===== config.mk =====
export PLATFORM = sky130hd
export DESIGN_NAME = erx_core
export DESIGN_NICKNAME = d
export VERILOG_FILES = /design/src/emesh_pkg.sv /design/src/erx_regmap_pkg.sv /design/src/erx_protocol.sv /design/src/erx_remap.sv /design/src/erx_cfg.sv /design/src/erx_mailbox.sv /design/src/erx_arbiter.sv /design/src/erx_core.sv
export SDC_FILE = /design/constraint.sdc
export NUM_CORES = 1
export LEC_CHECK = 0
export ABC_AREA = 1
export BUFFER_PORTS_ARGS = -buffer_cell sky130_fd_sc_hd__buf_2
export CAP_MARGIN = 20
export CORE_ASPECT_RATIO = 1.1
export CORE_MARGIN = 1
export CORE_UTILIZATION = 40
export DETAILED_ROUTE_END_ITERATION = 8
export PLACE_DENSITY_LB_ADDON = 0.2
export SYNTH_ARGS = -nofsm -noshare
export SYNTH_HDL_FRONTEND = slang
export SYNTH_SLANG_ARGS = --single-unit
export TNS_END_PERCENT = 30

===== constraint.sdc =====
create_clock -name clk -period 10.17 [get_ports clk]
set_clock_uncertainty 0.05 [all_clocks]
set_input_delay 0.5085 -clock clk [delete_from_list [all_inputs] [get_ports clk]]
set_output_delay 0.5085 -clock clk [all_outputs]
set_load 0.05 [all_outputs]

===== src/emesh_pkg.sv =====
`default_nettype none

package emesh_pkg;

   localparam int PW = 104;                  // Full packet width

   // Field positions, LSB upward
   localparam int CMD_LSB      = 0;
   localparam int CMD_W        = 2;
   localparam int DATAMODE_LSB = 2;
   localparam int DATAMODE_W   = 2;
   localparam int CTRLMODE_LSB = 4;
   localparam int CTRLMODE_W   = 4;
   localparam int DSTADDR_LSB  = 8;
   localparam int DSTADDR_W    = 32;
   localparam int DATA_LSB     = 40;
   localparam int DATA_W       = 32;
   localparam int SRCADDR_LSB  = 72;
   localparam int SRCADDR_W    = 32;

   typedef enum logic [1:0] {
      cmd_write = 2'd0,                      // Posted write
      cmd_read  = 2'd1,                      // Read request
      cmd_resp  = 2'd2,                      // Read response
      cmd_rsvd  = 2'd3                       // Unused, dropped
   } cmd_t;

   typedef enum logic [2:0] {
      kind_write     = 3'd0,                 // Forward on rxwr
      kind_read      = 3'd1,                 // Forward on rxrd
      kind_resp      = 3'd2,                 // Forward on rxrr
      kind_reg_write = 3'd3,                 // Local register write
      kind_reg_read  = 3'd4,                 // Local register read
      kind_drop      = 3'd5                  // Discard
   } kind_t;

endpackage

`default_nettype wire


===== src/erx_regmap_pkg.sv =====
`default_nettype none

package erx_regmap_pkg;

   localparam logic [3:0] REG_SPACE = 4'hF;  // Tag in dstaddr[19:16]

   // Offsets within the register space, dstaddr[7:0]
   localparam logic [7:0] REG_CFG           = 8'h00;  // Remap mode
   localparam logic [7:0] REG_REMAP_SEL     = 8'h04;  // Static remap mask
   localparam logic [7:0] REG_REMAP_PATTERN = 8'h08;  // Static remap value
   localparam logic [7:0] REG_REMAP_BASE    = 8'h0C;  // Dynamic remap offset
   localparam logic [7:0] REG_MAILBOX       = 8'h10;  // Push on write, pop on read
   localparam logic [7:0] REG_STATUS        = 8'h14;  // Read only

   // REG_STATUS flag positions
   localparam int STATUS_FULL_BIT      = 8;
   localparam int STATUS_NOT_EMPTY_BIT = 9;

   typedef enum logic [1:0] {
      remap_none    = 2'd0,                  // Address untouched
      remap_static  = 2'd1,                  // Bitwise replace of [31:20]
      remap_dynamic = 2'd2,                  // Add remap_base
      remap_rsvd    = 2'd3                   // Same as remap_none
   } remap_mode_t;

endpackage

`default_nettype wire


===== src/erx_protocol.sv =====
`timescale 1ns/1ps
`default_nettype none

module erx_protocol #(
   parameter logic [11:0] ID = 12'h800
) (
   input  logic                     clk,
   input  logic                     reset,
   input  logic                     rx_access,
   input  logic [emesh_pkg::PW-1:0] rx_packet,
   output logic                     dec_access,
   output emesh_pkg::kind_t         dec_kind,
   output logic [emesh_pkg::PW-1:0] dec_packet
);
   import emesh_pkg::*;
   import erx_regmap_pkg::*;

   logic [DSTADDR_W-1:0] rx_dstaddr;         // Incoming destination
   cmd_t                 rx_cmd;             // Incoming opcode
   logic                 reg_hit;            // Aimed at our registers
   kind_t                rx_kind;            // Classification result

   assign rx_dstaddr = rx_packet[DSTADDR_LSB +: DSTADDR_W];
   assign rx_cmd     = cmd_t'(rx_packet[CMD_LSB +: CMD_W]);

   // Our ID on top, register tag just below
   assign reg_hit = (rx_dstaddr[31:20] == ID) && (rx_dstaddr[19:16] == REG_SPACE);

   always_comb begin
      case (rx_cmd)
         cmd_write: rx_kind = reg_hit ? kind_reg_write : kind_write;
         cmd_read:  rx_kind = reg_hit ? kind_reg_read : kind_read;
         cmd_resp:  rx_kind = kind_resp;    // Responses never hit registers
         default:   rx_kind = kind_drop;    // cmd_rsvd
      endcase
   end

   always_ff @(posedge clk) begin
      if (reset) begin
         dec_access <= 1'b0;
      end else begin
         dec_access <= rx_access;            // Link input stage
      end
   end

   // Payload stage, qualified by dec_access
   always_ff @(posedge clk) begin
      dec_kind   <= rx_kind;
      dec_packet <= rx_packet;
   end

endmodule

`default_nettype wire


===== src/erx_remap.sv =====
`timescale 1ns/1ps
`default_nettype none

module erx_remap (
   input  logic                         clk,
   input  logic                         reset,
   input  logic                         dec_access,
   input  emesh_pkg::kind_t             dec_kind,
   input  logic [emesh_pkg::PW-1:0]     dec_packet,
   input  erx_regmap_pkg::remap_mode_t  remap_mode,
   input  logic [11:0]                  remap_sel,
   input  logic [11:0]                  remap_pattern,
   input  logic [31:0]                  remap_base,
   output logic                         rmp_access,
   output emesh_pkg::kind_t             rmp_kind,
   output logic [emesh_pkg::PW-1:0]     rmp_packet,
   output logic [31:0]                  rmp_dstaddr
);
   import emesh_pkg::*;
   import erx_regmap_pkg::*;

   logic [31:0] dec_dstaddr;                 // Original address
   logic [31:0] static_addr;                 // Masked top bits
   logic [31:0] dynamic_addr;                // Base-offset address
   logic [31:0] next_dstaddr;                // Chosen by mode

   assign dec_dstaddr = dec_packet[DSTADDR_LSB +: DSTADDR_W];

   // Selected bits take the pattern, rest pass
   assign static_addr = {(remap_sel & remap_pattern) | (~remap_sel & dec_dstaddr[31:20]),
                         dec_dstaddr[19:0]};
   assign dynamic_addr = dec_dstaddr + remap_base;   // Wraps mod 2^32

   always_comb begin
      case (remap_mode)
         remap_static:  next_dstaddr = static_addr;
         remap_dynamic: next_dstaddr = dynamic_addr;
         default:       next_dstaddr = dec_dstaddr;  // None and reserved
      endcase
   end

   always_ff @(posedge clk) begin
      if (reset) begin
         rmp_access <= 1'b0;
      end else begin
         rmp_access <= dec_access;
      end
   end

   // Original packet kept beside new address
   always_ff @(posedge clk) begin
      rmp_kind    <= dec_kind;
      rmp_packet  <= dec_packet;
      rmp_dstaddr <= next_dstaddr;
   end

endmodule

`default_nettype wire


===== src/erx_cfg.sv =====
`timescale 1ns/1ps
`default_nettype none

module erx_cfg #(
   parameter int MAILBOX_DEPTH = 8
) (
   input  logic                              clk,
   input  logic                              reset,
   input  logic                              reg_we,
   input  logic                              reg_re,
   input  logic [7:0]                        reg_addr,
   input  logic [31:0]                       reg_wdata,
   input  logic [31:0]                       mbx_rdata,
   input  logic [$clog2(MAILBOX_DEPTH):0]    mbx_count,
   output logic [31:0]                       reg_rdata,
   output erx_regmap_pkg::remap_mode_t       remap_mode,
   output logic [11:0]                       remap_sel,
   output logic [11:0]                       remap_pattern,
   output logic [31:0]                       remap_base,
   output logic                              mbx_push,
   output logic                              mbx_pop,
   output logic [31:0]                       mbx_wdata
);
   import erx_regmap_pkg::*;

   localparam int CW = $clog2(MAILBOX_DEPTH) + 1;  // Count width

   logic        mbx_hit;                     // Access at mailbox offset
   logic [31:0] status_word;                 // REG_STATUS contents

   assign mbx_hit   = (reg_addr == REG_MAILBOX);
   assign mbx_push  = reg_we && mbx_hit;     // Write pushes
   assign mbx_pop   = reg_re && mbx_hit;     // Read pops head
   assign mbx_wdata = reg_wdata;

   always_comb begin
      status_word = '0;
      status_word[CW-1:0] = mbx_count;
      status_word[STATUS_FULL_BIT] = (mbx_count == CW'(MAILBOX_DEPTH));
      status_word[STATUS_NOT_EMPTY_BIT] = (mbx_count != '0);
   end

   // Config registers, unknown offsets ignored
   always_ff @(posedge clk) begin
      if (reset) begin
         remap_mode    <= remap_none;
         remap_sel     <= '0;
         remap_pattern <= '0;
         remap_base    <= '0;
      end else if (reg_we) begin
         case (reg_addr)
            REG_CFG:           remap_mode    <= remap_mode_t'(reg_wdata[1:0]);
            REG_REMAP_SEL:     remap_sel     <= reg_wdata[11:0];
            REG_REMAP_PATTERN: remap_pattern <= reg_wdata[11:0];
            REG_REMAP_BASE:    remap_base    <= reg_wdata;
            default: ;                       // Mailbox, status, holes
         endcase
      end
   end

   // Same-cycle read data
   always_comb begin
      reg_rdata = '0;
      case (reg_addr)
         REG_CFG:           reg_rdata[1:0]  = remap_mode;
         REG_REMAP_SEL:     reg_rdata[11:0] = remap_sel;
         REG_REMAP_PATTERN: reg_rdata[11:0] = remap_pattern;
         REG_REMAP_BASE:    reg_rdata       = remap_base;
         REG_MAILBOX:       reg_rdata       = mbx_rdata;  // Zero when empty
         REG_STATUS:        reg_rdata       = status_word;
         default: ;                          // Holes read zero
      endcase
   end

endmodule

`default_nettype wire


===== src/erx_mailbox.sv =====
`timescale 1ns/1ps
`default_nettype none

module erx_mailbox #(
   parameter int MAILBOX_DEPTH = 8
) (
   input  logic                            clk,
   input  logic                            reset,
   input  logic                            mbx_push,
   input  logic                            mbx_pop,
   input  logic [31:0]                     mbx_wdata,
   output logic [31:0]                     mbx_rdata,
   output logic [$clog2(MAILBOX_DEPTH):0]  mbx_count,
   output logic                            mailbox_full,
   output logic                            mailbox_not_empty
);
   localparam int AW = $clog2(MAILBOX_DEPTH);  // Pointer width
   localparam int CW = AW + 1;                 // Count width

   logic [31:0]   mem [MAILBOX_DEPTH];         // Word storage
   logic [AW-1:0] wr_ptr;                      // Next free slot
   logic [AW-1:0] rd_ptr;                      // Head slot
   logic          push_ok;                     // Push accepted
   logic          pop_ok;                      // Pop accepted

   assign mailbox_full      = (mbx_count == CW'(MAILBOX_DEPTH));
   assign mailbox_not_empty = (mbx_count != '0);
   assign push_ok = mbx_push && !mailbox_full;    // Lost when full
   assign pop_ok  = mbx_pop && mailbox_not_empty; // No-op when empty

   // Head word, zero when nothing stored
   assign mbx_rdata = mailbox_not_empty ? mem[rd_ptr] : '0;

   always_ff @(posedge clk) begin
      if (reset) begin
         wr_ptr    <= '0;
         rd_ptr    <= '0;
         mbx_count <= '0;
      end else begin
         if (push_ok) begin
            wr_ptr <= wr_ptr + 1'b1;         // Wraps at power of two
         end
         if (pop_ok) begin
            rd_ptr <= rd_ptr + 1'b1;
         end
         mbx_count <= mbx_count + CW'(push_ok) - CW'(pop_ok);
      end
   end

   always_ff @(posedge clk) begin
      if (push_ok) begin
         mem[wr_ptr] <= mbx_wdata;
      end
   end

endmodule

`default_nettype wire


===== src/erx_arbiter.sv =====
`timescale 1ns/1ps
`default_nettype none

module erx_arbiter (
   input  logic                     clk,
   input  logic                     reset,
   input  logic                     rmp_access,
   input  emesh_pkg::kind_t         rmp_kind,
   input  logic [emesh_pkg::PW-1:0] rmp_packet,
   input  logic [31:0]              rmp_dstaddr,
   input  logic [31:0]              reg_rdata,
   output logic                     reg_we,
   output logic                     reg_re,
   output logic [7:0]               reg_addr,
   output logic [31:0]              reg_wdata,
   output logic                     rxwr_access,
   output logic [emesh_pkg::PW-1:0] rxwr_packet,
   output logic                     rxrd_access,
   output logic [emesh_pkg::PW-1:0] rxrd_packet,
   output logic                     rxrr_access,
   output logic [emesh_pkg::PW-1:0] rxrr_packet
);
   import emesh_pkg::*;

   typedef enum logic {
      rsp_idle,                              // No register read outstanding
      rsp_pending                            // Response goes out next edge
   } rsp_state_t;

   rsp_state_t      rsp_state;
   logic [PW-1:0]   req_packet;              // Held register request
   logic [PW-1:0]   fwd_packet;              // Packet with remapped address
   logic [PW-1:0]   rsp_packet;              // Built read response
   logic            reg_access;              // Register kind this cycle

   assign reg_access = rmp_access && (rmp_kind == kind_reg_write || rmp_kind == kind_reg_read);
   assign reg_re     = (rsp_state == rsp_pending);
   assign reg_addr   = req_packet[DSTADDR_LSB +: 8];
   assign reg_wdata  = req_packet[DATA_LSB +: DATA_W];

   always_comb begin
      fwd_packet = rmp_packet;
      fwd_packet[DSTADDR_LSB +: DSTADDR_W] = rmp_dstaddr;
   end

   // Addresses swap, modes copied, data from registers
   always_comb begin
      rsp_packet = '0;
      rsp_packet[CMD_LSB +: CMD_W] = cmd_resp;
      rsp_packet[DATAMODE_LSB +: DATAMODE_W] = req_packet[DATAMODE_LSB +: DATAMODE_W];
      rsp_packet[CTRLMODE_LSB +: CTRLMODE_W] = req_packet[CTRLMODE_LSB +: CTRLMODE_W];
      rsp_packet[DSTADDR_LSB +: DSTADDR_W]   = req_packet[SRCADDR_LSB +: SRCADDR_W];
      rsp_packet[SRCADDR_LSB +: SRCADDR_W]   = req_packet[DSTADDR_LSB +: DSTADDR_W];
      rsp_packet[DATA_LSB +: DATA_W]         = reg_rdata;
   end

   always_ff @(posedge clk) begin
      if (reset) begin
         rsp_state   <= rsp_idle;
         reg_we      <= 1'b0;
         rxwr_access <= 1'b0;
         rxrd_access <= 1'b0;
         rxrr_access <= 1'b0;
      end else begin
         rsp_state   <= (rmp_access && rmp_kind == kind_reg_read) ? rsp_pending : rsp_idle;
         reg_we      <= rmp_access && (rmp_kind == kind_reg_write);
         rxwr_access <= rmp_access && (rmp_kind == kind_write);
         rxrd_access <= rmp_access && (rmp_kind == kind_read);
         // Pending response owns rxrr, colliding resp lost
         rxrr_access <= reg_re || (rmp_access && rmp_kind == kind_resp);
      end
   end

   always_ff @(posedge clk) begin
      if (reg_access) begin
         req_packet <= rmp_packet;           // Original address for registers
      end
      if (rmp_access) begin
         rxwr_packet <= fwd_packet;
         rxrd_packet <= fwd_packet;
      end
      if (reg_re) begin
         rxrr_packet <= rsp_packet;
      end else if (rmp_access) begin
         rxrr_packet <= rmp_packet;          // Responses not remapped
      end
   end

endmodule

`default_nettype wire


===== src/erx_core.sv =====
`timescale 1ns/1ps
`default_nettype none

module erx_core #(
   parameter logic [11:0] ID            = 12'h800,
   parameter int          MAILBOX_DEPTH = 8
) (
   input  logic                     clk,
   input  logic                     reset,
   input  logic                     rx_access,
   input  logic [emesh_pkg::PW-1:0] rx_packet,
   output logic                     rxwr_access,
   output logic [emesh_pkg::PW-1:0] rxwr_packet,
   output logic                     rxrd_access,
   output logic [emesh_pkg::PW-1:0] rxrd_packet,
   output logic                     rxrr_access,
   output logic [emesh_pkg::PW-1:0] rxrr_packet,
   output logic                     mailbox_full,
   output logic                     mailbox_not_empty
);
   import emesh_pkg::*;
   import erx_regmap_pkg::*;

   // Decode stage
   logic          dec_access;
   kind_t         dec_kind;
   logic [PW-1:0] dec_packet;

   // Remap stage
   logic          rmp_access;
   kind_t         rmp_kind;
   logic [PW-1:0] rmp_packet;
   logic [31:0]   rmp_dstaddr;

   // Register access from arbiter
   logic          reg_we;
   logic          reg_re;
   logic [7:0]    reg_addr;
   logic [31:0]   reg_wdata;
   logic [31:0]   reg_rdata;

   // Remap settings
   remap_mode_t   remap_mode;
   logic [11:0]   remap_sel;
   logic [11:0]   remap_pattern;
   logic [31:0]   remap_base;

   // Mailbox side
   logic                           mbx_push;
   logic                           mbx_pop;
   logic [31:0]                    mbx_wdata;
   logic [31:0]                    mbx_rdata;
   logic [$clog2(MAILBOX_DEPTH):0] mbx_count;

   erx_protocol #(.ID(ID)) erx_protocol_inst (
      .clk(clk), .reset(reset),
      .rx_access(rx_access), .rx_packet(rx_packet),
      .dec_access(dec_access), .dec_kind(dec_kind), .dec_packet(dec_packet)
   );

   erx_remap erx_remap_inst (
      .clk(clk), .reset(reset),
      .dec_access(dec_access), .dec_kind(dec_kind), .dec_packet(dec_packet),
      .remap_mode(remap_mode), .remap_sel(remap_sel),
      .remap_pattern(remap_pattern), .remap_base(remap_base),
      .rmp_access(rmp_access), .rmp_kind(rmp_kind),
      .rmp_packet(rmp_packet), .rmp_dstaddr(rmp_dstaddr)
   );

   erx_cfg #(.MAILBOX_DEPTH(MAILBOX_DEPTH)) erx_cfg_inst (
      .clk(clk), .reset(reset),
      .reg_we(reg_we), .reg_re(reg_re), .reg_addr(reg_addr),
      .reg_wdata(reg_wdata), .mbx_rdata(mbx_rdata), .mbx_count(mbx_count),
      .reg_rdata(reg_rdata), .remap_mode(remap_mode), .remap_sel(remap_sel),
      .remap_pattern(remap_pattern), .remap_base(remap_base),
      .mbx_push(mbx_push), .mbx_pop(mbx_pop), .mbx_wdata(mbx_wdata)
   );

   erx_mailbox #(.MAILBOX_DEPTH(MAILBOX_DEPTH)) erx_mailbox_inst (
      .clk(clk), .reset(reset),
      .mbx_push(mbx_push), .mbx_pop(mbx_pop), .mbx_wdata(mbx_wdata),
      .mbx_rdata(mbx_rdata), .mbx_count(mbx_count),
      .mailbox_full(mailbox_full), .mailbox_not_empty(mailbox_not_empty)
   );

   erx_arbiter erx_arbiter_inst (
      .clk(clk), .reset(reset),
      .rmp_access(rmp_access), .rmp_kind(rmp_kind),
      .rmp_packet(rmp_packet), .rmp_dstaddr(rmp_dstaddr), .reg_rdata(reg_rdata),
      .reg_we(reg_we), .reg_re(reg_re), .reg_addr(reg_addr), .reg_wdata(reg_wdata),
      .rxwr_access(rxwr_access), .rxwr_packet(rxwr_packet),
      .rxrd_access(rxrd_access), .rxrd_packet(rxrd_packet),
      .rxrr_access(rxrr_access), .rxrr_packet(rxrr_packet)
   );

endmodule

`default_nettype wire


==> implementation parameters, run 1 <==
Parameter                              Value

Clock tree
  Register clock-pin slew on the reported worst setup and hold paths ... 0.06 ns
  Clk Latency, worst-skew pair ... 0.67 ns
  Clock buffer count from CTS ... 92
  Clock tree from TritonCTS ... yes
  Root cell of the clock tree ... sky130_fd_sc_hd__clkbuf_16
  Count of buffers added by post-CTS timing repair for setup ... 0
  Gates resized, CTS repair ... 0
  # hold bufs at CTS ... 104
  Buffer levels on the longest clock path ... 3
  Clk sink count ... 890
  Number of levels the H-tree was split into ... 3

Route
  Detailed Routing Iterations Pass 1 ... 8
  Number of design-rule violations left by the first detailed-router iteration ... between 1500 and 2000
  Overall via count from detail_route ... 21285
  Final WL ... 86100 µm
  Count of nets left with antenna violations after detail routing ... 0
  DRC violations left ... 0
  Wire per inst ... 20.3 µm
  Via density per instance ... 5.01

Outcome
  Status ... complete, no violations

Finish
  Number of fillers in the final layout ... 7084
  Nets ... between 3000 and 4000
  Share of cells above drive strength 1 ... about a fifth
  Utilization after layout ... 48.9%
  Multi-input gate area in the final layout ... between 7000 and 8000 µm²
  Register Area ... 23500 µm²
  Synthesis-to-layout area growth ... 21.0%

Critical path
  Category of the critical setup timing path ... flip-flop to flip-flop
  Required time reported for the critical path endpoint ... 10.52 ns
  Worst setup SP type ... flip-flop
  Library cell appearing most often on the critical path ... sky130_fd_sc_hd__nand3_1
  Worst path max stage delay ... 0.99 ns
  Crit path max fanout ... 98
  Critical path's slowest cell ... sky130_fd_sc_hd__dfxtp_2
  Crit path cell chain ... inv_2, buf_4, o21ai_0, o211ai_1, nand3_1, nand3_1, o21ai_1, nand2_1
  Worst path arrival time ... 3.70 ns
  Critical Path Sink Type ... flip-flop
  Number of cells on the worst reg-to-reg path ... 8

Yosys
  Number of distinct library cells after synthesis ... 39
  Top post-synthesis cells by area ... sky130_fd_sc_hd__edfxtp_1 (52%), sky130_fd_sc_hd__dfxtp_1 (20%), sky130_fd_sc_hd__nand2_1 (4.3%)
  FFs w/ async S/R, synth ... 0%
  Area leader, netlist ... sky130_fd_sc_hd__edfxtp_1
  Yosys synthesis warning count ... 0
  Most used flip-flop cell after synthesis ... sky130_fd_sc_hd__edfxtp_1
  Number of synthesized flops with an enable pin ... 564
  Number of synthesized register bits ... 890
  Post-Synthesis Net Count ... approximately 2800
  Area share of the leading cell type in the synthesized netlist ... 52.3%
  Syn avg cell area ... 12.1 µm²
  Synthesized cell area ... 32400 µm²
  Sequential share of the synthesized area ... 72.5%
  Cells after synthesis ... 2666

Global route
  Overflow after GRT ... 0
  Global-route wire length before repair ... 127000 µm
  Total routing usage reported by global routing ... 20.7%
  Maximum number of pins on one net before global-route repair ... 99
  Number of antenna violations at the first check in global routing ... 4
  Number of global-route vias before repair ... 20716

Timing
  Endpoints failing hold ... 0
  Unrepaired setup endpoints after global routing ... false
  Worst Tran Pin Value ... roughly 1.1 ns
  Final setup violating endpoints ... 0
  Setup slack after layout ... 6.82 ns
  Final sum of negative setup slack ... 0 ns
  Fmax ... 0.298 GHz
  Post-layout minimum cycle time ... 3.35 ns
  Max-slew violation count ... 0
  Remaining max-slew budget at the tightest pin ... approximately 25%
  Share of the cycle needed by the critical path after routing ... 33.0%

Die
  Boundary Pins ... 424
  Effective utilization at floorplan ... slightly above 40%
  Number of standard-cell rows in the floorplan ... 109
  Die area ... 82100 µm²
  Die width ... between 200 and 300 µm
  Overall die height ... about 300 µm
  Placeable core area ... 80200 µm²

Place
  Final RePlAce weighted congestion ... between 0.8 and 0.9
  Hpwl dp ... 56400 µm
  Number of buffers added on ports ... 423
  Post-Place Setup Slack ... 6.55 ns

Hold path
  Hold depth ... 3
  Hold crit path type ... primary input to flip-flop

Pwr
  Overall power after layout ... 7.74 mW
  Leakage power figure ... 15.6 nW
  Worst vdd ir ... 148 µV
  Power density cells ... 197 nW/µm²

Run
  Max-capacitance violation count ... 0
cells in the mapped netlist, types with 4 or more instances:
cell type / number
sky130_fd_sc_hd__a21o_1: 22
sky130_fd_sc_hd__a21oi_1: 105
sky130_fd_sc_hd__a22o_1: 64
sky130_fd_sc_hd__buf_1: 5
sky130_fd_sc_hd__buf_2: 29
sky130_fd_sc_hd__buf_4: 111
sky130_fd_sc_hd__clkbuf_1: 56
sky130_fd_sc_hd__clkinv_1: 5
sky130_fd_sc_hd__dfxtp_1: 326
sky130_fd_sc_hd__edfxtp_1: 564
sky130_fd_sc_hd__ha_1: 41
sky130_fd_sc_hd__inv_1: 165
sky130_fd_sc_hd__inv_2: 6
sky130_fd_sc_hd__nand2_1: 367
sky130_fd_sc_hd__nand3_1: 81
sky130_fd_sc_hd__nand4_1: 7
sky130_fd_sc_hd__nor2_1: 355
sky130_fd_sc_hd__nor3_1: 13
sky130_fd_sc_hd__nor4_1: 5
sky130_fd_sc_hd__o211ai_1: 56
sky130_fd_sc_hd__o21ai_0: 216
sky130_fd_sc_hd__o21ai_1: 16
sky130_fd_sc_hd__o21bai_1: 4
sky130_fd_sc_hd__o221ai_1: 12
sky130_fd_sc_hd__o22ai_1: 7
through the flow:
step                hold slack (ns)  instance area (µm²)  instances
floorplan                     0.260                32400       2666
global placement              0.260                34800       3963
detailed placement            0.262                34800       3963
CTS                        0.000325                39100       4241
global route                 0.0332                39200       4244
finish                       0.0376                39200       4245
final timing paths:
path	slack [ns]	end	startpoint
setup / recovery	6.82	erx_arbiter_inst.rxrr_packet[47]	flip-flop
hold reg to reg	0.27	erx_remap_inst.rmp_packet[75]	erx_protocol_inst.dec_packet[75]
hold / removal	0.04	erx_protocol_inst.dec_access	rx_access
setup reg to reg	6.82	erx_arbiter_inst.rxrr_packet[47]	flip-flop
layout make-up:
class / count / area share [%]
sequential: 890 / 59.9
clock buffer: 118 / 6.47
antenna: 1 / 0.00639
tap: 1054 / 3.37
timing repair buffer: 554 / 8.71
inverter: 176 / 1.69
clock inverter: 56 / 1.80
multi-input combinational: 1396 / 18.1
cells by family (layout without fill, tap and decap cells):
kind of cell,after synthesis,after routing,synth area share (%)
buffers and inverters,380,904,5.87
adders and majority gates,43,43,1.71
xor gates and xnor gates,4,4,0.108
DFF,890,890,72.5
other,0,1,0
AOI/OAI and AO/OA,504,504,9.36
and+or+nand+nor,845,845,10.5
critical path: cells and delay by family (launching register included):
kind | cells | cell delay, ns
buffers and inverters | 2 | 1.02
AND/OR/NAND/NOR | 3 | 0.27
AO/OA/AOI/OAI | 3 | 0.66
flip-flops | 1 | 0.99
cells in the final DEF (no fill, tap or decap), types with 5 or more instances in the layout:
cell and instances:
sky130_fd_sc_hd__a21o_1 22, sky130_fd_sc_hd__a21oi_1 105, sky130_fd_sc_hd__a22o_1 64, sky130_fd_sc_hd__buf_2 423, sky130_fd_sc_hd__buf_4 24, sky130_fd_sc_hd__bufinv_16 11
sky130_fd_sc_hd__clkbuf_1 14, sky130_fd_sc_hd__clkbuf_16 94, sky130_fd_sc_hd__clkbuf_8 9, sky130_fd_sc_hd__clkinv_1 11, sky130_fd_sc_hd__clkinv_2 21, sky130_fd_sc_hd__clkinvlp_4 5
sky130_fd_sc_hd__dfxtp_1 321, sky130_fd_sc_hd__dlygate4sd3_1 104, sky130_fd_sc_hd__edfxtp_1 564, sky130_fd_sc_hd__ha_1 41, sky130_fd_sc_hd__inv_1 163, sky130_fd_sc_hd__inv_2 7
sky130_fd_sc_hd__nand2_1 366, sky130_fd_sc_hd__nand3_1 81, sky130_fd_sc_hd__nand4_1 7, sky130_fd_sc_hd__nor2_1 354, sky130_fd_sc_hd__nor3_1 5, sky130_fd_sc_hd__nor3_2 11
sky130_fd_sc_hd__nor4_1 5, sky130_fd_sc_hd__o211ai_1 56, sky130_fd_sc_hd__o21ai_0 216, sky130_fd_sc_hd__o21ai_1 16, sky130_fd_sc_hd__o221ai_1 12, sky130_fd_sc_hd__o22ai_1 7
power by group:
part	internal (mW)	leakage, nW	switching (mW)
clock	2.07	1.58	1.44
sequential	3.90	7.92	0.0534
combinational	0.0846	6.14	0.196
layer usage:
metal  vias to the layer above  global-route usage, %  wire length, µm
met4                         4                   7.14             2250
met3                       152                   3.01             4680
met2                       725                   35.7            43000
li1                      10060                      -                -
met1                     10344                   26.5            36200
met5                         -                      0               25
sequential cells by signal, indices dropped and copies added (netlist names), 12 cells and up, named ones only:
| name | count |
|---|---|
| erx_remap_inst.rmp_packet | 104 |
| erx_cfg_inst.remap_base | 32 |
| erx_arbiter_inst.rxrr_packet | 104 |
| erx_arbiter_inst.rxwr_packet | 104 |
| erx_arbiter_inst.req_packet | 102 |
| erx_cfg_inst.remap_sel | 12 |
| erx_protocol_inst.dec_packet | 104 |
| erx_remap_inst.rmp_dstaddr | 32 |
| erx_cfg_inst.remap_pattern | 12 |
| erx_mailbox_inst.mem | 256 |
No activity file was read; power rests on OpenSTA's default activity.
==> run 2: changes to the inputs <==
Settings changed: ABC_AREA 1 to 0.
Clock period 10.17 ns to 2.95 ns, I/O delays scaled along.
==> implementation parameters, run 2 <==
Parameter                              Value

Outcome
  Status ... complete, no violations

Pwr
  Power share of the sequential group ... 51.9% (+0.8 points)
  Overall power after layout ... 26.2 mW (+240%)
  Worst vdd ir ... 445 µV (+200%)
  Switching part of the total power ... 21.6% (-0.22 points)
  Net Switching ... 5.65 mW (+240%)
  Leakage power figure ... 14.4 nW (-8.2%)
  Combinational cell fraction of total power ... 3.7% (about the same)
  Power density cells ... 676 nW/µm² (+240%)
  Relative contribution of the clock network to total power ... 44.4% (-0.9 points)
  Internal power of the cells ... 20.6 mW (+240%)

Route
  Final WL ... 76200 µm (-12%)
  Detailed Routing Iterations Pass 1 ... 5 (-3)
  Via density per instance ... 4.99 (-0.43%)
  Count of nets left with antenna violations after detail routing ... 0 (unchanged)
  Number of design-rule violations left by the first detailed-router iteration ... 1223 (-24%)
  Wire per inst ... 21.4 µm (+5.7%)
  DRC violations left ... 0 (unchanged)
  Overall via count from detail_route ... 17738 (-17%)

Die
  Effective utilization at floorplan ... 40.4% (about the same)
  Die width ... 269 µm (-1.7%)
  Number of standard-cell rows in the floorplan ... 107 (-1.8%)
  Placeable core area ... 77400 µm² (-3.5%)
  Overall die height ... 295 µm (-1.7%)
  Boundary Pins ... 424 (unchanged)
  Die area ... 79300 µm² (-3.4%)

Finish
  Most common cell after layout, fill and taps aside ... sky130_fd_sc_hd__edfxtp_1
  Synthesis-to-layout area growth ... 24.0%
  Nets ... 2591 (-21%)
  Number of antenna repair diodes ... 0 (-1)
  Post-route insts no fill ... 3553 (-16%)
  Leading cell types in the layout, fill and taps excluded ... sky130_fd_sc_hd__edfxtp_1 (564), sky130_fd_sc_hd__buf_2 (423), sky130_fd_sc_hd__dfxtp_1 (318)
  Flip-flop count of the largest register after layout ... 256 (unchanged)
  Utilization after layout ... 50.1% (+1.2 points)
  Largest register by flop count ... erx_mailbox_inst.mem
  Share of cells above drive strength 1 ... 30.3% (+10 points)

Yosys
  Sequential share of the synthesized area ... 75.0% (+2.6 points)
  Most used flip-flop cell after synthesis ... sky130_fd_sc_hd__edfxtp_1
  Yosys synthesis warning count ... 0 (unchanged)
  Top post-synthesis cells by area ... sky130_fd_sc_hd__edfxtp_1 (54%), sky130_fd_sc_hd__dfxtp_1 (21%), sky130_fd_sc_hd__mux4_2 (4.6%)
  Syn avg cell area ... 16.2 µm² (+34%)
  Area leader, netlist ... sky130_fd_sc_hd__edfxtp_1
  Most instantiated library cell after synthesis ... sky130_fd_sc_hd__edfxtp_1
  Area share of the leading cell type in the synthesized netlist ... 54.2% (+1.9 points)
  Most numerous cell types in the synthesized netlist ... sky130_fd_sc_hd__edfxtp_1 (564), sky130_fd_sc_hd__dfxtp_1 (326), sky130_fd_sc_hd__nand2_1 (144)
  Number of distinct library cells after synthesis ... 61 (+56%)
  Synthesized cell area ... 31300 µm² (-3.4%)
  Cells after synthesis ... 1925 (-28%)
  Number of synthesized flops with an enable pin ... 564 (unchanged)
  FFs w/ async S/R, synth ... 0% (unchanged)
  Number of synthesized register bits ... 890 (unchanged)
  Post-Synthesis Net Count ... 2075 (-26%)

Timing
  Fmax ... 0.352 GHz (+18%)
  Post-layout minimum cycle time ... 2.84 ns (-0.511 ns)
  Final setup violating endpoints ... 0 (unchanged)
  Share of the cycle needed by the critical path after routing ... 96.4% (+63 points)
  Max-slew violation count ... 0 (unchanged)
  Endpoints failing hold ... 0 (unchanged)
  Worst Tran Pin Value ... 0.809 ns (-0.312 ns)
  Remaining max-slew budget at the tightest pin ... 46.1% (+21 points)
  Hold WS ... 0.0696 ns (+0.0320 ns)
  Final sum of negative setup slack ... 0 ns (unchanged)

Global route
  Overflow after GRT ... 0 (unchanged)
  Maximum number of pins on one net before global-route repair ... 71 (-28%)
  Global-route wire length before repair ... 111000 µm (-13%)
  Number of global-route vias before repair ... 17986 (-13%)
  Number of antenna violations at the first check in global routing ... 1 (-3)
  Total routing usage reported by global routing ... 18.9% (-1.8 points)

Critical path
  Required time reported for the critical path endpoint ... 3.44 ns (-7.08 ns)
  Worst setup SP type ... flip-flop
  Category of the critical setup timing path ... flip-flop to flip-flop
  Number of cells on the worst reg-to-reg path ... 14 (+6)
  Crit path max fanout ... 4 (-96%)
  Critical path's slowest cell ... sky130_fd_sc_hd__fa_2
  Library cell appearing most often on the critical path ... sky130_fd_sc_hd__a21oi_2
  Critical Path Sink Type ... flip-flop
  Worst path max stage delay ... 0.37 ns (-0.62 ns)
  Crit path cell chain ... ha_4, inv_1, fa_2, nor2b_2, o21a_1, o21ai_2, a21oi_2, buf_4, o2111ai_4, and3_4, o31a_4, a21oi_2, o21ai_1, a31o_1
  Worst path arrival time ... 3.33 ns (-0.37 ns)

Clock tree
  Clock tree from TritonCTS ... yes
  Root cell of the clock tree ... sky130_fd_sc_hd__clkbuf_16
  Number of levels the H-tree was split into ... 3 (unchanged)
  Clock buffer count from CTS ... 91 (-1.1%)
  Register clock-pin slew on the reported worst setup and hold paths ... 0.06 ns (about the same)
  Clk Latency, worst-skew pair ... 0.65 ns (-0.02 ns)
  Buffer levels on the longest clock path ... 3 (unchanged)
  Clk sink count ... 890 (unchanged)

Place
  Final RePlAce weighted congestion ... 0.852 (-3.6%)
  Number of buffers added on ports ... 423 (unchanged)
  Number of placed instances with taps included ... 3270 (-17%)
  Hpwl dp ... 51200 µm (-9.2%)

Hold path
  Hold depth ... 2 (-1)
  Hold crit path type ... primary input to flip-flop

Run
  Max-capacitance violation count ... 0 (unchanged)
-- run 2: logic make-up (layout without fill, tap and decap cells) --
kind of cell | count (synthesis) | in the layout | synth area share (%)
AOI/OAI and AO/OA | 310 | 310 | 7.11
buffers and inverters | 202 | 795 | 3.73
muxes | 138 | 138 | 6.99
DFF | 890 | 890 | 75.0
and+or+nand+nor | 312 | 312 | 4.53
xor gates and xnor gates | 30 | 30 | 0.840
adders and majority gates | 43 | 43 | 1.77
-- run 2: worst paths after layout --
path,to,slack (ns),startpoint
worst max-delay path,erx_remap_inst.rmp_dstaddr[26],0.11,erx_protocol_inst.dec_packet[8]
worst min register to register,erx_remap_inst.rmp_packet[41],0.25,erx_protocol_inst.dec_packet[41]
worst max register to register,erx_remap_inst.rmp_dstaddr[26],0.11,erx_protocol_inst.dec_packet[8]
worst min-delay path,erx_protocol_inst.dec_packet[52],0.07,rx_packet[52]
-- run 2: through the flow --
stage | worst slack (ns) | instance area, µm²
floorplan | -0.259 | 31300
global placement | -0.00220 | 34400
detailed placement | -0.0838 | 34400
CTS | 0.00945 | 38600
global route | -0.0317 | 38800
finish | 0.107 | 38800
-- run 2: layer usage --
layer  global-route usage [%]  up-vias  part of all wire, %
met4                     6.89        0                  2.8
met1                     23.7     8932                   41
li1                         -     8172                    -
met5                        0        -                    0
met3                     3.52      122                  5.6
met2                     32.5      512                   50
-- run 2: layout make-up --
class / instances / area, µm²
Clock buffer: 131 / 2710
Clock inverter: 39 / 405
Fill cell: 6571 / 38600
Inverter: 17 / 63.8
Multi-Input combinational cell: 833 / 6800
Sequential cell: 890 / 23500
Tap cell: 1035 / 1290
Timing Repair Buffer: 608 / 4030
-- run 2: power by group through the flow --
stage | sequential [mW] | clock [mW] | combinational (mW)
global route | 13.6 | 12.4 | 1.02
CTS | 13.6 | 11.9 | 0.965
floorplan | 14.1 | 0 | 0.266
detailed placement | 13.9 | 0 | 0.849
global placement | 13.9 | 0 | 0.840
finish | 13.6 | 11.6 | 0.963
-- run 2: critical path: cells and delay by family, from the launching register on --
family                   cells  cell delay [ns]
flip-flops                   1             0.35
AND/OR/NAND/NOR              2             0.35
adder cells (fa/ha/maj)      2             0.50
buffers and inverters        2             0.20
AO/OA/AOI/OAI                8             1.27
-- run 2: repair_timing --
action | 4_1_cts | 5_1_grt
endpoints found under the setup margin | 3 | 208
hold buffers | 106 | 0
pin swaps | 0 | 11
resized for setup | 3 | 19
hold endpoints to repair | 117 | 0
buffers inserted | 0 | 6
==> run 3: changes to the inputs <==
Settings changed: ABC_AREA 0 to 1.
==> implementation parameters, run 3 (synthesized netlist as in run 1, its figures left out) <==
Parameter                              Value

Outcome
  Status ... complete, no violations

Pwr
  Worst vdd ir ... 507 µV (+14%)
  Leakage power figure ... 15.8 nW (+9.9%)
  Power density cells ... 669 nW/µm² (-1.0%)

Die
  Boundary Pins ... 424 (unchanged)
  Overall die height ... 300 µm (+1.7%)
  Die width ... 273 µm (+1.7%)
  Number of standard-cell rows in the floorplan ... 109 (+1.9%)
  Placeable core area ... 80200 µm² (+3.6%)
  Die area ... 82100 µm² (+3.5%)
  Effective utilization at floorplan ... 40.4% (about the same)

Clock tree
  Clock tree from TritonCTS ... yes
  Number of levels the H-tree was split into ... 3 (unchanged)
  Buffer levels on the longest clock path ... 3 (unchanged)
  Root cell of the clock tree ... sky130_fd_sc_hd__clkbuf_16
  Clk sink count ... 890 (unchanged)
  Clock buffer count from CTS ... 92 (+1.1%)
  Clk Latency, worst-skew pair ... 0.65 ns (about the same)
  Register clock-pin slew on the reported worst setup and hold paths ... 0.06 ns (about the same)

Global route
  Total routing usage reported by global routing ... 21.0% (+2.1 points)
  Number of antenna violations at the first check in global routing ... 1 (unchanged)
  Maximum number of pins on one net before global-route repair ... 129 (+82%)
  Number of global-route vias before repair ... 21000 (+17%)
  Global-route wire length before repair ... 129000 µm (+16%)
  Overflow after GRT ... 0 (unchanged)

Route
  Count of nets left with antenna violations after detail routing ... 0 (unchanged)
  Via density per instance ... 4.98 (-0.31%)
  Wire per inst ... 20.5 µm (-4.5%)
  DRC violations left ... 0 (unchanged)
  Final WL ... 87500 µm (+15%)
  Number of design-rule violations left by the first detailed-router iteration ... 1527 (+25%)
  Overall via count from detail_route ... 21281 (+20%)
  Detailed Routing Iterations Pass 1 ... 5 (unchanged)

Finish
  Nets ... 3293 (+27%)
  Share of cells above drive strength 1 ... 20.5% (-9.7 points)
  Register Area ... 23500 µm² (about the same)
  Number of antenna repair diodes ... 0 (unchanged)
  Synthesis-to-layout area growth ... 21.9%
  Flip-flop count of the largest register after layout ... 256 (unchanged)
  Multi-input gate area in the final layout ... 7130 µm² (+4.8%)
  Area of all placed cells without fillers ... 39500 µm² (+1.8%)
  Largest register by flop count ... erx_mailbox_inst.mem
  Utilization after layout ... 49.2% (-0.87 points)
  Leading cell types in the layout, fill and taps excluded ... sky130_fd_sc_hd__edfxtp_1 (564), sky130_fd_sc_hd__buf_2 (423), sky130_fd_sc_hd__nand2_1 (366)
  Most common cell after layout, fill and taps aside ... sky130_fd_sc_hd__edfxtp_1
  Number of fillers in the final layout ... 7119 (+8.3%)

Timing
  Setup slack after layout ... 0.220 ns (+0.113 ns)
  Hold WS ... 0.0794 ns (+0.00985 ns)
  Endpoints failing hold ... 0 (unchanged)
  Post-layout minimum cycle time ... 2.73 ns (-0.113 ns)
  Max-slew violation count ... 0 (unchanged)
  Share of the cycle needed by the critical path after routing ... 92.5% (-3.8 points)
  Final setup violating endpoints ... 0 (unchanged)
  Remaining max-slew budget at the tightest pin ... 31.4% (-15 points)
  Worst Tran Pin Value ... 1.03 ns (+0.220 ns)
  Final sum of negative setup slack ... 0 ns (unchanged)
  Fmax ... 0.366 GHz (+4.1%)
  Unrepaired setup endpoints after global routing ... false

Place
  Post-Place Setup Slack ... 0.263 ns (+0.347 ns)
  Post-placement cell area ... 35300 µm² (+2.5%)
  Number of buffers added on ports ... 423 (unchanged)
  Final RePlAce weighted congestion ... 0.906 (+6.3%)
  Hpwl dp ... 59600 µm (+16%)

Critical path
  Category of the critical setup timing path ... flip-flop to flip-flop
  Worst path arrival time ... 3.00 ns (-0.33 ns)
  Critical Path Sink Type ... flip-flop
  Worst setup SP type ... flip-flop
  Required time reported for the critical path endpoint ... 3.22 ns (-0.22 ns)
  Worst reg-to-reg setup slack ... 0.22 ns (+0.11 ns)
  Crit path max fanout ... 31 (+27)

Hold path
  Hold crit path type ... primary input to flip-flop

Run
  Max-capacitance violation count ... 0 (unchanged)
[run 3: cell count changes in the layout (fill, tap and decap cells not counted), moves of 22 or more]
cell	delta
sky130_fd_sc_hd__nor2_1	+292
sky130_fd_sc_hd__nand2_1	+222
sky130_fd_sc_hd__o21ai_0	+159
sky130_fd_sc_hd__inv_1	+147
sky130_fd_sc_hd__mux2i_1	-70
sky130_fd_sc_hd__mux4_2	-64
sky130_fd_sc_hd__nand3_1	+63
sky130_fd_sc_hd__a21oi_1	+52
sky130_fd_sc_hd__o211ai_1	+49
sky130_fd_sc_hd__a22o_1	-39
sky130_fd_sc_hd__nor2b_1	-22
[run 3: final timing paths]
| path | start | end | cells past startpoint |
|---|---|---|---|
| setup / recovery | erx_arbiter_inst.req_packet[14] | erx_mailbox_inst.mem[1][25] | 8 |
| hold / removal | rx_packet[91] | erx_protocol_inst.dec_packet[91] | 2 |
| setup reg to reg | erx_arbiter_inst.req_packet[14] | erx_mailbox_inst.mem[1][25] | 8 |
| hold reg to reg | erx_protocol_inst.dec_packet[99] | erx_remap_inst.rmp_packet[99] | 0 |
[run 3: metal layers]
layer  part of all wire (%)  global-route usage [%]  up-vias
met2                     51                    37.0      654
met3                    4.8                    2.66      127
met1                     42                    26.4    10359
met5                      0                       0        -
met4                    2.7                    7.20        0
li1                       -                       -    10141
[run 3: critical path, stage by stage (launching register included)]
cell and delay [ns]:
sky130_fd_sc_hd__edfxtp_1 0.40, sky130_fd_sc_hd__nor2_1 0.23, sky130_fd_sc_hd__inv_1 0.09, sky130_fd_sc_hd__nor3_2 0.21, sky130_fd_sc_hd__nand2_2 0.18, sky130_fd_sc_hd__nor3_2 0.32, sky130_fd_sc_hd__nand2_1 0.34, sky130_fd_sc_hd__nor3_4 0.28
sky130_fd_sc_hd__buf_12 0.28
[run 3: timing repair]
item	CTS	global route
setup buffers	0	0
hold endpoints to repair	119	0
resized for setup	0	0
hold buffers	107	0
[run 3: through the flow]
stage / cells / power (mW)
after global routing: 4276 / 27.3
after CTS: 4276 / 26.7
final: 4276 / 26.4
after floorplan: 2666 / 14.4
after detailed placement: 3996 / 14.8
after global placement: 3996 / 14.8
[run 3: where the power goes]
group / internal, mW / total, mW / switching (mW)
clock: 6.88 / 11.8 / 4.93
sequential: 13.4 / 13.6 / 0.163
combinational: 0.307 / 1.01 / 0.706
[run 3: cell type report]
class,count,share of cell area [%]
flip-flops and latches,890,59.4
multi-input cells,1396,18.0
repair buffers,587,9.57
clock buffers,120,6.46
well taps,1054,3.34
inverters,176,1.68
clock inverters,53,1.46
